## src/myo_pkg.sv

```systemverilog
// shared types and constants for the motor-board SPI controller
// selector codes match the host driver's register map and must not be renumbered
`default_nettype none

package myo_pkg;

	// width of the PWM reference carried in every frame
	localparam int PWM_W = 16;

	// read value for unmapped selectors and motors past the last one
	localparam logic [31:0] READ_DEFAULT = 32'hDEAD_BEEF;

	// motor number as carried in the low address byte
	typedef logic [7:0] motor_idx_t;

	// upper address byte, the register selector
	// some selectors mean something different on write than on read
	typedef enum logic [7:0] {
		// read position, a write requests a link reset
		SEL_POSITION     = 8'h0B,
		// read velocity, a write sets spi_activated
		SEL_VELOCITY     = 8'h0C,
		SEL_CURRENT      = 8'h0D,
		// read displacement, a write sets the update frequency
		SEL_DISPLACEMENT = 8'h0E,
		SEL_PWM_REF      = 8'h0F,
		SEL_ACTUAL_FREQ  = 8'h10,
		SEL_POWER_ON     = 8'h11,
		// read only, the motor the scheduler is serving right now
		SEL_ACTIVE_MOTOR = 8'h12
	} reg_sel_e;

	typedef enum logic [1:0] {
		S_IDLE,
		S_IN_FRAME,
		S_ROUND_WAIT
	} sched_state_e;

	// values returned by the motor board in one frame
	typedef struct packed {
		logic signed [31:0] position;
		logic signed [15:0] velocity;
		logic signed [15:0] current;
		logic signed [15:0] displacement;
	} frame_rx_t;

	// per-motor telemetry as the host sees it, displacement already mirrored
	typedef struct packed {
		logic signed [31:0] position;
		logic signed [15:0] velocity;
		logic signed [15:0] current;
		logic signed [15:0] displacement;
	} telemetry_t;

endpackage

`default_nettype wire

```

## src/myo_control_top.sv

```systemverilog
// motor-board controller top, the SPI bit and frame engine sits outside on the frame port
// NUMBER_OF_MOTORS may be at most 254
`default_nettype none

module myo_control_top #(
	parameter int NUMBER_OF_MOTORS = 6,
	parameter int CLOCK_SPEED_HZ   = 50_000_000,
	parameter int POWER_ON_DELAY   = 150_000_000
) (
	input  wire logic                   clock,
	input  wire logic                   reset,
	input  wire logic [15:0]            address_i,
	input  wire logic                   read_i,
	input  wire logic                   write_i,
	input  wire logic [31:0]            writedata_i,
	input  wire logic                   frame_done_i,
	input  wire myo_pkg::frame_rx_t     frame_rx_i,
	input  wire logic                   ss_n_i,
	input  wire logic                   mirrored_muscle_unit_i,
	input  wire logic                   power_sense_n_i,
	output logic [31:0]                 readdata_o,
	output logic                        waitrequest_o,
	output logic                        frame_start_o,
	output logic [myo_pkg::PWM_W-1:0]   frame_pwm_o,
	output logic                        link_reset_o,
	output logic [NUMBER_OF_MOTORS-1:0] ss_n_o
);
	import myo_pkg::*;

	logic             spi_activated;
	logic [31:0]      update_frequency;
	logic [PWM_W-1:0] pwm_refs [NUMBER_OF_MOTORS];
	telemetry_t       telemetry [NUMBER_OF_MOTORS];
	logic [31:0]      actual_freq;
	motor_idx_t       active_motor;
	logic             latch;
	motor_idx_t       latch_motor;
	logic             link_reset_req;
	logic             power_good;

	myo_reg_bank #(
		.NUMBER_OF_MOTORS(NUMBER_OF_MOTORS)
	) i_reg_bank (
		.clock              (clock),
		.reset              (reset),
		.address_i          (address_i),
		.read_i             (read_i),
		.write_i            (write_i),
		.writedata_i        (writedata_i),
		.power_sense_n_i    (power_sense_n_i),
		.telemetry_i        (telemetry),
		.actual_freq_i      (actual_freq),
		.active_motor_i     (active_motor),
		.power_good_i       (power_good),
		.readdata_o         (readdata_o),
		.waitrequest_o      (waitrequest_o),
		.spi_activated_o    (spi_activated),
		.update_frequency_o (update_frequency),
		.pwm_refs_o         (pwm_refs),
		.link_reset_req_o   (link_reset_req)
	);

	myo_frame_scheduler #(
		.NUMBER_OF_MOTORS(NUMBER_OF_MOTORS),
		.CLOCK_SPEED_HZ  (CLOCK_SPEED_HZ)
	) i_frame_scheduler (
		.clock              (clock),
		.reset              (reset),
		.link_reset_i       (link_reset_o),
		.spi_activated_i    (spi_activated),
		.update_frequency_i (update_frequency),
		.pwm_refs_i         (pwm_refs),
		.frame_done_i       (frame_done_i),
		.ss_n_i             (ss_n_i),
		.frame_start_o      (frame_start_o),
		.frame_pwm_o        (frame_pwm_o),
		.ss_n_o             (ss_n_o),
		.latch_o            (latch),
		.latch_motor_o      (latch_motor),
		.active_motor_o     (active_motor),
		.actual_freq_o      (actual_freq)
	);

	myo_sensor_store #(
		.NUMBER_OF_MOTORS(NUMBER_OF_MOTORS)
	) i_sensor_store (
		.clock         (clock),
		.reset         (reset),
		.latch_i       (latch),
		.latch_motor_i (latch_motor),
		.frame_rx_i    (frame_rx_i),
		.mirrored_i    (mirrored_muscle_unit_i),
		.telemetry_o   (telemetry)
	);

	myo_power_sequencer #(
		.POWER_ON_DELAY(POWER_ON_DELAY)
	) i_power_sequencer (
		.clock            (clock),
		.reset            (reset),
		.power_sense_n_i  (power_sense_n_i),
		.link_reset_req_i (link_reset_req),
		.link_reset_o     (link_reset_o),
		.power_good_o     (power_good)
	);

endmodule

`default_nettype wire

```

## src/myo_frame_scheduler.sv

```systemverilog
// round-robin frame sequencer, one frame per motor per round
// frame_done_i is a level from the external frame engine, high while it is idle
`default_nettype none

module myo_frame_scheduler #(
	parameter int NUMBER_OF_MOTORS = 6,
	parameter int CLOCK_SPEED_HZ   = 50_000_000
) (
	input  wire logic                     clock,
	input  wire logic                     reset,
	input  wire logic                     link_reset_i,
	input  wire logic                     spi_activated_i,
	input  wire logic [31:0]              update_frequency_i,
	input  wire logic [myo_pkg::PWM_W-1:0] pwm_refs_i [NUMBER_OF_MOTORS],
	input  wire logic                     frame_done_i,
	input  wire logic                     ss_n_i,
	output logic                          frame_start_o,
	output logic [myo_pkg::PWM_W-1:0]     frame_pwm_o,
	output logic [NUMBER_OF_MOTORS-1:0]   ss_n_o,
	output logic                          latch_o,
	output myo_pkg::motor_idx_t           latch_motor_o,
	output myo_pkg::motor_idx_t           active_motor_o,
	output logic [31:0]                   actual_freq_o
);
	import myo_pkg::*;

	localparam int SLOT_W = (NUMBER_OF_MOTORS > 1) ? $clog2(NUMBER_OF_MOTORS) : 1;
	localparam motor_idx_t LAST_MOTOR = motor_idx_t'(NUMBER_OF_MOTORS - 1);

	sched_state_e state_q;
	sched_state_e state_d;
	motor_idx_t   motor_q;
	motor_idx_t   motor_d;
	logic         done_prev_q;
	logic         enabled;
	logic         done_rise;
	logic         launch;
	logic         round_start;
	logic [31:0]  pace_q;
	logic [31:0]  pace_load;
	logic [31:0]  round_cnt_q;

	assign enabled   = !link_reset_i && spi_activated_i;
	// the engine raises done when a frame ends, the received data is valid then
	assign done_rise = frame_done_i && !done_prev_q;

	// a free-running round needs no pacing delay
	assign pace_load = (update_frequency_i == '0) ? '0 :
		32'(CLOCK_SPEED_HZ) / update_frequency_i;

	always_comb begin
		state_d = state_q;
		motor_d = motor_q;
		launch  = 1'b0;
		if (!enabled) begin
			state_d = S_IDLE;
			motor_d = '0;
		end else begin
			case (state_q)
				S_IDLE: begin
					if (frame_done_i) begin
						state_d = S_IN_FRAME;
						launch  = 1'b1;
					end
				end
				S_IN_FRAME: begin
					if (done_rise) begin
						if (motor_q != LAST_MOTOR) begin
							motor_d = motor_q + 8'd1;
							launch  = 1'b1;
						end else if (update_frequency_i == '0) begin
							motor_d = '0;
							launch  = 1'b1;
						end else begin
							state_d = S_ROUND_WAIT;
						end
					end
				end
				S_ROUND_WAIT: begin
					// the last frame already ended, so done is high here
					if (pace_q == '0 && frame_done_i) begin
						state_d = S_IN_FRAME;
						motor_d = '0;
						launch  = 1'b1;
					end
				end
				default: state_d = S_IDLE;
			endcase
		end
	end

	// every launch of motor 0 opens a new round
	assign round_start = launch && (motor_d == '0);

	always_ff @(posedge clock or posedge reset) begin
		if (reset) begin
			state_q       <= S_IDLE;
			motor_q       <= '0;
			done_prev_q   <= 1'b0;
			frame_start_o <= 1'b0;
			pace_q        <= '0;
			round_cnt_q   <= '0;
			actual_freq_o <= '0;
		end else begin
			state_q       <= state_d;
			motor_q       <= motor_d;
			done_prev_q   <= frame_done_i;
			frame_start_o <= launch;
			if (round_start) begin
				pace_q      <= pace_load;
				round_cnt_q <= 32'd1;
				// the first round after idle has no previous start to measure from
				if (state_q != S_IDLE) begin
					actual_freq_o <= 32'(CLOCK_SPEED_HZ) / round_cnt_q;
				end
			end else begin
				if (pace_q != '0) begin
					pace_q <= pace_q - 32'd1;
				end
				if (state_q != S_IDLE) begin
					round_cnt_q <= round_cnt_q + 32'd1;
				end
			end
		end
	end

	// motor_q still names the finished motor in the cycle done rises
	assign latch_o        = enabled && (state_q == S_IN_FRAME) && done_rise;
	assign latch_motor_o  = motor_q;
	assign active_motor_o = motor_q;
	assign frame_pwm_o    = pwm_refs_i[motor_q[SLOT_W-1:0]];

	// only the active motor sees the engine's select, all others stay deselected
	always_comb begin
		for (int j = 0; j < NUMBER_OF_MOTORS; j++) begin
			ss_n_o[j] = (motor_q == motor_idx_t'(j)) ? ss_n_i : 1'b1;
		end
	end

endmodule

`default_nettype wire

```

## src/myo_power_sequencer.sv

```systemverilog
// holds the SPI link in reset until power sense has been active for POWER_ON_DELAY cycles
// power_sense_n_i is taken as already synchronous to clock, POWER_ON_DELAY must be at least 1
`default_nettype none

module myo_power_sequencer #(
	parameter int POWER_ON_DELAY = 150_000_000
) (
	input  wire logic clock,
	input  wire logic reset,
	input  wire logic power_sense_n_i,
	input  wire logic link_reset_req_i,
	output logic      link_reset_o,
	output logic      power_good_o
);
	localparam int CNT_W = $clog2(POWER_ON_DELAY + 1);

	logic [CNT_W-1:0] delay_q;

	// counting restarts whenever the supply drops out
	always_ff @(posedge clock or posedge reset) begin
		if (reset) begin
			delay_q      <= '0;
			power_good_o <= 1'b0;
		end else if (power_sense_n_i) begin
			delay_q      <= '0;
			power_good_o <= 1'b0;
		end else if (delay_q < CNT_W'(POWER_ON_DELAY - 1)) begin
			delay_q <= delay_q + 1'b1;
		end else begin
			// power good rises exactly POWER_ON_DELAY cycles after sense went active
			power_good_o <= 1'b1;
		end
	end

	// a host request adds one reset cycle on top of the power-up hold
	assign link_reset_o = !power_good_o || link_reset_req_i;

endmodule

`default_nettype wire

```

## src/myo_reg_bank.sv

```systemverilog
// host register bank, reads take two cycles and writes take one
// any access whose motor byte is at or above NUMBER_OF_MOTORS is ignored or reads 0xDEADBEEF
`default_nettype none

module myo_reg_bank #(
	parameter int NUMBER_OF_MOTORS = 6
) (
	input  wire logic                          clock,
	input  wire logic                          reset,
	input  wire logic [15:0]                   address_i,
	input  wire logic                          read_i,
	input  wire logic                          write_i,
	input  wire logic [31:0]                   writedata_i,
	input  wire logic                          power_sense_n_i,
	input  wire myo_pkg::telemetry_t           telemetry_i [NUMBER_OF_MOTORS],
	input  wire logic [31:0]                   actual_freq_i,
	input  wire myo_pkg::motor_idx_t           active_motor_i,
	input  wire logic                          power_good_i,
	output logic [31:0]                        readdata_o,
	output logic                               waitrequest_o,
	output logic                               spi_activated_o,
	output logic [31:0]                        update_frequency_o,
	output logic [myo_pkg::PWM_W-1:0]          pwm_refs_o [NUMBER_OF_MOTORS],
	output logic                               link_reset_req_o
);
	import myo_pkg::*;

	localparam int SLOT_W = (NUMBER_OF_MOTORS > 1) ? $clog2(NUMBER_OF_MOTORS) : 1;

	reg_sel_e         sel;
	motor_idx_t       motor;
	logic [SLOT_W-1:0] slot;
	logic             in_range;
	logic             read_done_q;
	logic             write_en;
	logic [31:0]      read_mux;
	telemetry_t       tel;

	// the 16 bit fields are signed, so they are sign extended onto the bus
	function automatic logic [31:0] sext16(input logic [15:0] value);
		return {{16{value[15]}}, value};
	endfunction

	// upper byte picks the register, lower byte picks the motor
	assign sel      = reg_sel_e'(address_i[15:8]);
	assign motor    = address_i[7:0];
	assign slot     = motor[SLOT_W-1:0];
	assign in_range = (motor < motor_idx_t'(NUMBER_OF_MOTORS));

	// first cycle of a read stalls the host, the second one returns the data
	assign waitrequest_o = read_i && !read_done_q;
	assign write_en      = write_i && !waitrequest_o && in_range;

	always_comb begin
		tel      = telemetry_i[slot];
		read_mux = READ_DEFAULT;
		if (in_range) begin
			case (sel)
				SEL_POSITION:     read_mux = tel.position;
				SEL_VELOCITY:     read_mux = sext16(tel.velocity);
				SEL_CURRENT:      read_mux = sext16(tel.current);
				SEL_DISPLACEMENT: read_mux = sext16(tel.displacement);
				SEL_PWM_REF:      read_mux = sext16(pwm_refs_o[slot]);
				SEL_ACTUAL_FREQ:  read_mux = actual_freq_i;
				// power sense pin is active low
				SEL_POWER_ON:     read_mux = {31'd0, !power_sense_n_i};
				SEL_ACTIVE_MOTOR: read_mux = {24'd0, active_motor_i};
				default:          read_mux = READ_DEFAULT;
			endcase
		end
	end

	// read_done_q marks the second cycle, so a held read restarts after it
	always_ff @(posedge clock or posedge reset) begin
		if (reset) begin
			read_done_q <= 1'b0;
		end else begin
			read_done_q <= read_i && !read_done_q;
		end
	end

	// data is captured in the stall cycle and presented when the stall drops
	always_ff @(posedge clock) begin
		if (read_i && !read_done_q) begin
			readdata_o <= read_mux;
		end
	end

	always_ff @(posedge clock or posedge reset) begin
		if (reset) begin
			spi_activated_o    <= 1'b0;
			update_frequency_o <= '0;
			link_reset_req_o   <= 1'b0;
			// motors start with zero drive
			for (int m = 0; m < NUMBER_OF_MOTORS; m++) begin
				pwm_refs_o[m] <= '0;
			end
		end else begin
			// the request is a single cycle pulse
			link_reset_req_o <= 1'b0;
			if (write_en) begin
				case (sel)
					SEL_POSITION:     link_reset_req_o <= 1'b1;
					SEL_VELOCITY:     spi_activated_o <= (writedata_i != '0);
					SEL_DISPLACEMENT: update_frequency_o <= writedata_i;
					SEL_PWM_REF:      pwm_refs_o[slot] <= writedata_i[PWM_W-1:0];
					default:          ;
				endcase
			end
			// once power is good the link runs no matter what the host wrote
			if (power_good_i) begin
				spi_activated_o <= 1'b1;
			end
		end
	end

endmodule

`default_nettype wire

```

## src/myo_sensor_store.sv

```systemverilog
// per-motor telemetry, loaded on the clock edge that ends the latch strobe
// frame_rx_i must be valid in the strobe cycle
`default_nettype none

module myo_sensor_store #(
	parameter int NUMBER_OF_MOTORS = 6
) (
	input  wire logic               clock,
	input  wire logic               reset,
	input  wire logic               latch_i,
	input  wire myo_pkg::motor_idx_t latch_motor_i,
	input  wire myo_pkg::frame_rx_t frame_rx_i,
	input  wire logic               mirrored_i,
	output myo_pkg::telemetry_t     telemetry_o [NUMBER_OF_MOTORS]
);
	import myo_pkg::*;

	telemetry_t captured;

	// a mirrored unit is mounted the other way round, so its spring reads negative
	always_comb begin
		captured.position     = frame_rx_i.position;
		captured.velocity     = frame_rx_i.velocity;
		captured.current      = frame_rx_i.current;
		captured.displacement = mirrored_i ? -frame_rx_i.displacement : frame_rx_i.displacement;
	end

	// reads before the first frame of a motor return zero
	always_ff @(posedge clock or posedge reset) begin
		if (reset) begin
			for (int m = 0; m < NUMBER_OF_MOTORS; m++) begin
				telemetry_o[m] <= '0;
			end
		end else if (latch_i) begin
			// only the slot of the motor that just finished changes
			for (int m = 0; m < NUMBER_OF_MOTORS; m++) begin
				if (latch_motor_i == motor_idx_t'(m)) begin
					telemetry_o[m] <= captured;
				end
			end
		end
	end

endmodule

`default_nettype wire

```

## config.mk

```make
export PLATFORM = sky130hd
export DESIGN_NAME = myo_control_top
export DESIGN_NICKNAME = d
export VERILOG_FILES = /design/src/myo_pkg.sv /design/src/myo_control_top.sv /design/src/myo_frame_scheduler.sv /design/src/myo_power_sequencer.sv /design/src/myo_reg_bank.sv /design/src/myo_sensor_store.sv
export SDC_FILE = /design/constraint.sdc
export NUM_CORES = 2
export LEC_CHECK = 0
export ABC_AREA = 1
export BUFFER_PORTS_ARGS = -buffer_cell sky130_fd_sc_hd__buf_2
export CAP_MARGIN = 20
export CORE_MARGIN = 2
export CORE_UTILIZATION = 33
export DETAILED_ROUTE_END_ITERATION = 7
export PLACE_DENSITY = 0.51
export SETUP_SLACK_MARGIN = 0.05
export SLEW_MARGIN = 20
export SYNTH_ARGS = -nofsm -noshare
export SYNTH_HDL_FRONTEND = slang
export SYNTH_SLANG_ARGS = --single-unit
```

## constraint.sdc

```tcl
create_clock -name clock -period 76.3 [get_ports clock]
set_input_delay 15.26 -clock clock [delete_from_list [all_inputs] [get_ports clock]]
set_output_delay 15.26 -clock clock [all_outputs]
set_load 0.02 [all_outputs]
```

== Word level (Yosys, flattened, before mapping) ==
Cells that the tools add are included.
Operators by class
  add/sub/neg operators: 5
  multipliers: 0
  div/mod/pow operators: 2
  $lt $le $gt $ge: 5
  equality and inequality tests: 22
  shifts and indexed selects: 0
  multiplexer cells: 54
  bitwise logic cells: 2
  reduce and logical (&&, ||, !) cells: 41
Operators by type and width (count)
  one-hot mux 32 bit (8 select lines): 1
  binary-select mux 80 bit (select 3 bit): 1
  2-to-1 mux 32 bit: 5
  2-to-1 mux 80 bit: 2
  binary-select mux 16 bit (select 3 bit): 2
  bitwise mux 96 bit: 1
  2-to-1 mux 16 bit: 6
  divider 26 x 32 -> 32 bit, first input constant: 2
  zero test 32 bit: 2
  nonzero test 32 bit: 2
  2-to-1 mux 28 bit: 2
  demux 16 bit (select 3 bit): 1
  == test 8 x 4 -> 1 bit, second input constant: 5
  2-to-1 mux 8 bit: 5
  adder 32 x 1 -> 32 bit, second input constant: 1
  subtractor 32 x 1 -> 32 bit, second input constant: 1
  adder 28 x 1 -> 28 bit, second input constant: 1
  less-than comparator 28 bit, second input constant: 1
  == test 8 x 5 -> 1 bit, second input constant: 3
  AND reduction 2 bit: 10
  2-to-1 mux 1 bit: 19
  == test 8 x 2 -> 1 bit, second input constant: 2
  == test 8 x 3 -> 1 bit, second input constant: 2
  zero test 8 bit: 2
  other kinds (22): 52
Word-level totals
  register bits after elaboration: 780
  latch bits: 0
  memory bits (writable): 0
  memory bits (read-only): 0
  input port bits: 136
  output and inout bits: 57
  logic and storage cells: 175
  memories: 0

== Longest topological paths before layout ==
  word-level depth: 9
  mapped depth: 536
  gate-level depth less buffers: 515

== By module ==
A second synthesis with hierarchy kept.
Unflattened totals
  cell total of the unflattened synthesis: 14796
  area total of the unflattened synthesis: 96618.9 um^2
By module, submodules not included
  myo_frame_scheduler: instances 1, cells each 10427, area an instance 63090.5 um^2, seq. area each 2702.6 um^2
  myo_sensor_store: instances 1, cells each 1775, area an instance 17753.3 um^2, seq. area each 12011.5 um^2
  myo_reg_bank: instances 1, cells each 2301, area an instance 13726.9 um^2, seq. area each 4239.1 um^2
  myo_power_sequencer: instances 1, cells each 293, area an instance 2048.2 um^2, seq. area each 725.7 um^2

== Worst setup path after synthesis ==
OpenSTA, ideal clock, no wires.
  path type: register to register
  start point: register i_frame_scheduler.round_cnt_q[0]
  end point: register i_frame_scheduler.actual_freq_o[0]
  setup time: 137 ps
  data arrival time: 61688 ps
  setup slack: 14476 ps
  stages on the path, launching flop included: 509
  period minus slack after synthesis: 61824 ps
  path through: dfrtp_1 > inv_2 > buf_6 > clkbuf_8 > clkbuf_1 > ha_1 > buf_1 > inv_1 > nor4_1 > ha_1 > nor2_1 > nor3_1 > nand2_2 > nor2_2 > ha_1 > o21ai_0 > nand2_1 > nand3_2 > [473 not listed] > o221ai_1 > a21oi_1 > o221ai_1 > a21oi_1 > o21bai_1 > nand3b_1 > nand2_1 > clkinv_1 > clkbuf_1 > nor2_1 > a21oi_2 > ha_1 > a21oi_1 > o31ai_1 > a21oi_1 > nor3_1 > nor4_1 > a22oi_1
Between the ends
  cells in the longest elaborated chain, start to end: 1
Ends and longest elaborated chain
  start: declaration: RTL line myo_frame_scheduler.sv:41  | logic [31:0] round_cnt_q;
  start signal: assignment: RTL line myo_frame_scheduler.sv:121  | round_cnt_q <= round_cnt_q + 32'd1;
  divider 26 x 32 -> 32 bit: RTL line myo_frame_scheduler.sv:114  | actual_freq_o <= 32'(CLOCK_SPEED_HZ) / round_cnt_q;
  end signal: assignment: RTL line myo_frame_scheduler.sv:114
  end: declaration: RTL line myo_frame_scheduler.sv:23  | output logic [31:0] actual_freq_o
No other way between the ends.
A chain may end at the register's enable or synchronous reset.

== Final worst setup path ==
  start point: register i_reg_bank.update_frequency_o[13]
  end point: register i_frame_scheduler.pace_q[0]
Between the ends
  cells in the longest elaborated chain, start to end: 9
  elaborated cells on any way between the ends: 17
  classes of those cells: div: 1; mux: 12; reduce/logical: 4
Ends and longest elaborated chain
  start: declaration: RTL line myo_reg_bank.sv:22  | output logic [31:0] update_frequency_o,
  start signal: assignment: RTL line myo_reg_bank.sv:105  | SEL_DISPLACEMENT: update_frequency_o <= writedata_i;
  parallel branches: the longest is 9 deep, another holds divider 26 x 32 -> 32 bit
  end signal: assignment: RTL line myo_frame_scheduler.sv:110  | pace_q <= pace_load;
  end signal: assignment: RTL line myo_frame_scheduler.sv:118  | pace_q <= pace_q - 32'd1;
  end: declaration: RTL line myo_frame_scheduler.sv:39  | logic [31:0] pace_q;
Parallel ways; which one is timed is not known.

==> key figures <==
Run status
  – Status: finished clean

Clock tree
  – CTS H-tree lvls: 3
  – Max Root-Sink Buffers: 3
  – CTS Root Cell: clkbuf_16
  – Cts bufs inserted: 96
  – CTS sink cnt: 780
  – CTS tree: yes
  – Worst-path clk slew: 0.07 ns
  – Skew-Pair Late Insertion Delay: just under 0.8 ns

Yosys
  – Post-Synthesis Cell Area: 92600 um^2
  – Syn Area/Cell: around 6.6 um^2
  – Synth cell types: 98
  – Seq/Total Area, Yosys: 0.2125
  – Dominant cell type by area after synthesis: dfrtp_1
  – Post-synthesis cell count: ~14000
  – Number of synthesized register bits: 780
  – Synth Net Count: around 15000
  – Number of flops mapped to enable cells by yosys: 32
  – Async SR Flop Fraction: 0.9590
  – Synth top area share: 0.2021
  – Leading post-synthesis cells by cell area: dfrtp_1 20%, nand2_1 16%, ha_1 14%
  – Synth Flop Type: dfrtp_1
  – Synthesis Warnings: 0

Placed design
  – Hpwl dp: approximately 250000 um
  – Port Buffers: approximately 190
  – Gp weighted congestion: 0.9238

Routing
  – WL per Instance: ~18 um
  – DRT Pass-1 Iters: 6
  – Post-route ant nets: 0
  – DR vias/cell: ~5.1
  – Drc violations: 0
  – DRT iter0 DRCs: 6721
  – Total Wirelength: between 300000 and 400000 um
  – Via Count: between 90000 and 100k

Worst setup path
  – Crit-path max FO: 46
  – Crit. End Element: register
  – R2R cell count: 481
  – R2r setup slk: 7.39 ns
  – CP arrival: just under 70 ns
  – CP Depth: between 400 and 500
  – CP delay by family, top: compound AO/OA/AOI/OAI gates
  – R2R Path End: i_frame_scheduler.pace_q[0]
  – CP required: 76.89 ns
  – CP startpoint kind: register
  – Worst flop-to-flop path startpoint: i_reg_bank.update_frequency_o[13]
  – Worst Path Buf+Inv: 62
  – Critical-path top delay cell: or4_1
  – Top cell by count, worst path: nand2_1
  – Critical path's largest stage delay: 0.55 ns
  – Worst setup path category: register to register

Worst hold path
  – Hold path start: i_sensor_store.telemetry_o[203]
  – HP Class: register to register
  – WHS Path Cells: 2
  – Hold EP: i_sensor_store.telemetry_o[203]

GRT
  – GRT Overall Usage: 0.2261
  – GRT Residual Overflow: 0
  – Largest net degree at the start of global routing: 150
  – Vias in the first global route: ~88000
  – First-pass GRT wire length: between 500000 and 600000 um
  – Initial antenna violation count: 10

Finish
  – Fillcell total: 30731
  – Commonest non-fill, non-tap cells in the layout: 3865 x nand2_1, 1370 x o21ai_0, 1358 x inv_1, 1094 x a21oi_1, 1005 x ha_1
  – Seq. cell area: about 20000 um^2
  – Area Overhead vs Synth: 11.13%
  – Area of the multi-input gates: 65400 um^2
  – Final net count: roughly 15000
  – Commonest non-fill, non-tap cell in the layout: nand2_1
  – Share of layout cells above drive strength 1: 0.09819

STA
  – Final Skew: 0.08767 ns
  – Slew @ Worst Pin: between 1 and 1.5 ns
  – Post-layout min period: between 60 and 70 ns
  – Max Slew Vio Count: 0
  – Final setup vio count: 0
  – Max Clock Freq: 0.01451 GHz
  – Max_slew headroom: 0.2460
  – Worst hold slack: around 0.48 ns
  – Final hold vios: 0
  – Fin crit share: 0.9031

Die
  – I/O Pins: between 150 and 200
  – Std cell rows: between 150 and 200
  – DIE WIDTH: about 530 um
  – Core Footprint: between 200000 and 300000 um^2
  – Die Height: 533.7 um
  – Die ar.: 284900 um^2
  – Initial Util: 0.3317

Run
  – Max-Cap Viols: 0
[sequential cells by signal (all words and copies together), names as in the netlist]
name                              cells
i_frame_scheduler.active_motor_o      8
i_frame_scheduler.frame_start_o       1
i_reg_bank.read_done_q                1
i_reg_bank.readdata_o                32
i_reg_bank.link_reset_req_o           1
i_frame_scheduler.done_prev_q         1
i_reg_bank.update_frequency_o        32
i_power_sequencer.delay_q            28
i_frame_scheduler.pace_q             32
i_reg_bank.spi_activated_o            1
i_sensor_store.telemetry_o          480
i_reg_bank.pwm_refs_o                96
i_frame_scheduler.actual_freq_o      32
i_frame_scheduler.state_q             2
i_frame_scheduler.round_cnt_q        32
i_power_sequencer.power_good_o        1
[cells in the mapped netlist, types with 40 or more instances]
master,instances
a21o_1,40
a21oi_1,1099
a21oi_2,46
a31oi_1,40
buf_2,45
buf_4,46
buf_6,43
clkbuf_1,275
dfrtp_1,748
ha_1,1006
inv_1,1382
inv_2,73
nand2_1,3881
nand2_2,117
nand3_1,740
nand3_2,90
nand4_1,94
nor2_1,893
nor3_1,143
nor4_1,48
o2111ai_1,53
o211ai_1,44
o21ai_0,1395
o21ai_1,199
o21ai_2,52
o21bai_1,75
or2_2,96
xnor2_1,361
xor2_1,476
[logic make-up after synthesis]
family	synth area share
multiplexers	0.002189
buffers and inverters	0.08661
adder cells (fa/ha/maj)	0.1359
AO/OA/AOI/OAI	0.1969
XOR/XNOR	0.07916
flip-flops	0.2125
other	0.00004050
AND/OR/NAND/NOR	0.2867
[worst min-delay path, stage by stage (launching register included)]
cell     delay (ns)
dfrtp_1        0.34
nand2_1        0.05
o21ai_0        0.05
[through the flow]
step	setup slack (ns)	TNS, ns	cell area [um^2]	cells	utilization
after floorplan	14.48	0	92600	14092	-
after global placement	2.751	0	98630	17906	0.3533
after global routing	-0.0007603	-0.0007603	102900	18135	0.3687
after detailed placement	1.168	0	98630	17906	0.3533
after CTS	0.8210	0	102000	18079	0.3653
final	7.393	0	102900	18136	0.3687
[layout make-up]
cell class | count | share of cell area
multi-input cells | 11385 | 0.6355
repair buffers | 586 | 0.03940
well taps | 3724 | 0.04528
clock inverters | 37 | 0.005520
clock buffers | 136 | 0.02686
inverters | 1480 | 0.05579
diodes | 1 | 0.00002432
repair inverters | 7 | 0.0003891
flip-flops and latches | 780 | 0.1913
[layer usage]
metal	wire length [um]	vias to the layer above	part of all wire	GRT usage
met3	16010	342	0.048	0.01996
li1	-	47515	-	-
met2	146900	2102	0.44	0.3626
met4	7912	2	0.024	0.05192
met5	11	-	0.000033	0
met1	162800	43092	0.49	0.3263
[repair_timing]
item,4_1_cts,5_1_grt
hold buffers,0,0
setup buffers,0,44
resized for setup,0,156
setup endpoints to repair,0,6
[worst max-delay path by stage]
stage	from	endpoint	slack, ns
6_report	i_reg_bank.update_frequency_o[13]	i_frame_scheduler.pace_q[0]	7.39
2_1_floorplan	i_frame_scheduler.round_cnt_q[0]	i_frame_scheduler.actual_freq_o[0]	14.48
3_5_place_dp	i_reg_bank.update_frequency_o[20]	i_frame_scheduler.pace_q[0]	1.17
3_3_place_gp	i_reg_bank.update_frequency_o[20]	i_frame_scheduler.pace_q[0]	2.75
4_1_cts	i_reg_bank.update_frequency_o[13]	i_frame_scheduler.pace_q[0]	0.82
5_1_grt	i_frame_scheduler.round_cnt_q[15]	i_frame_scheduler.actual_freq_o[0]	-0.0008
Power is not shown: default switching activity piles up to over one toggle a cycle in this logic, so the estimate is an artifact.
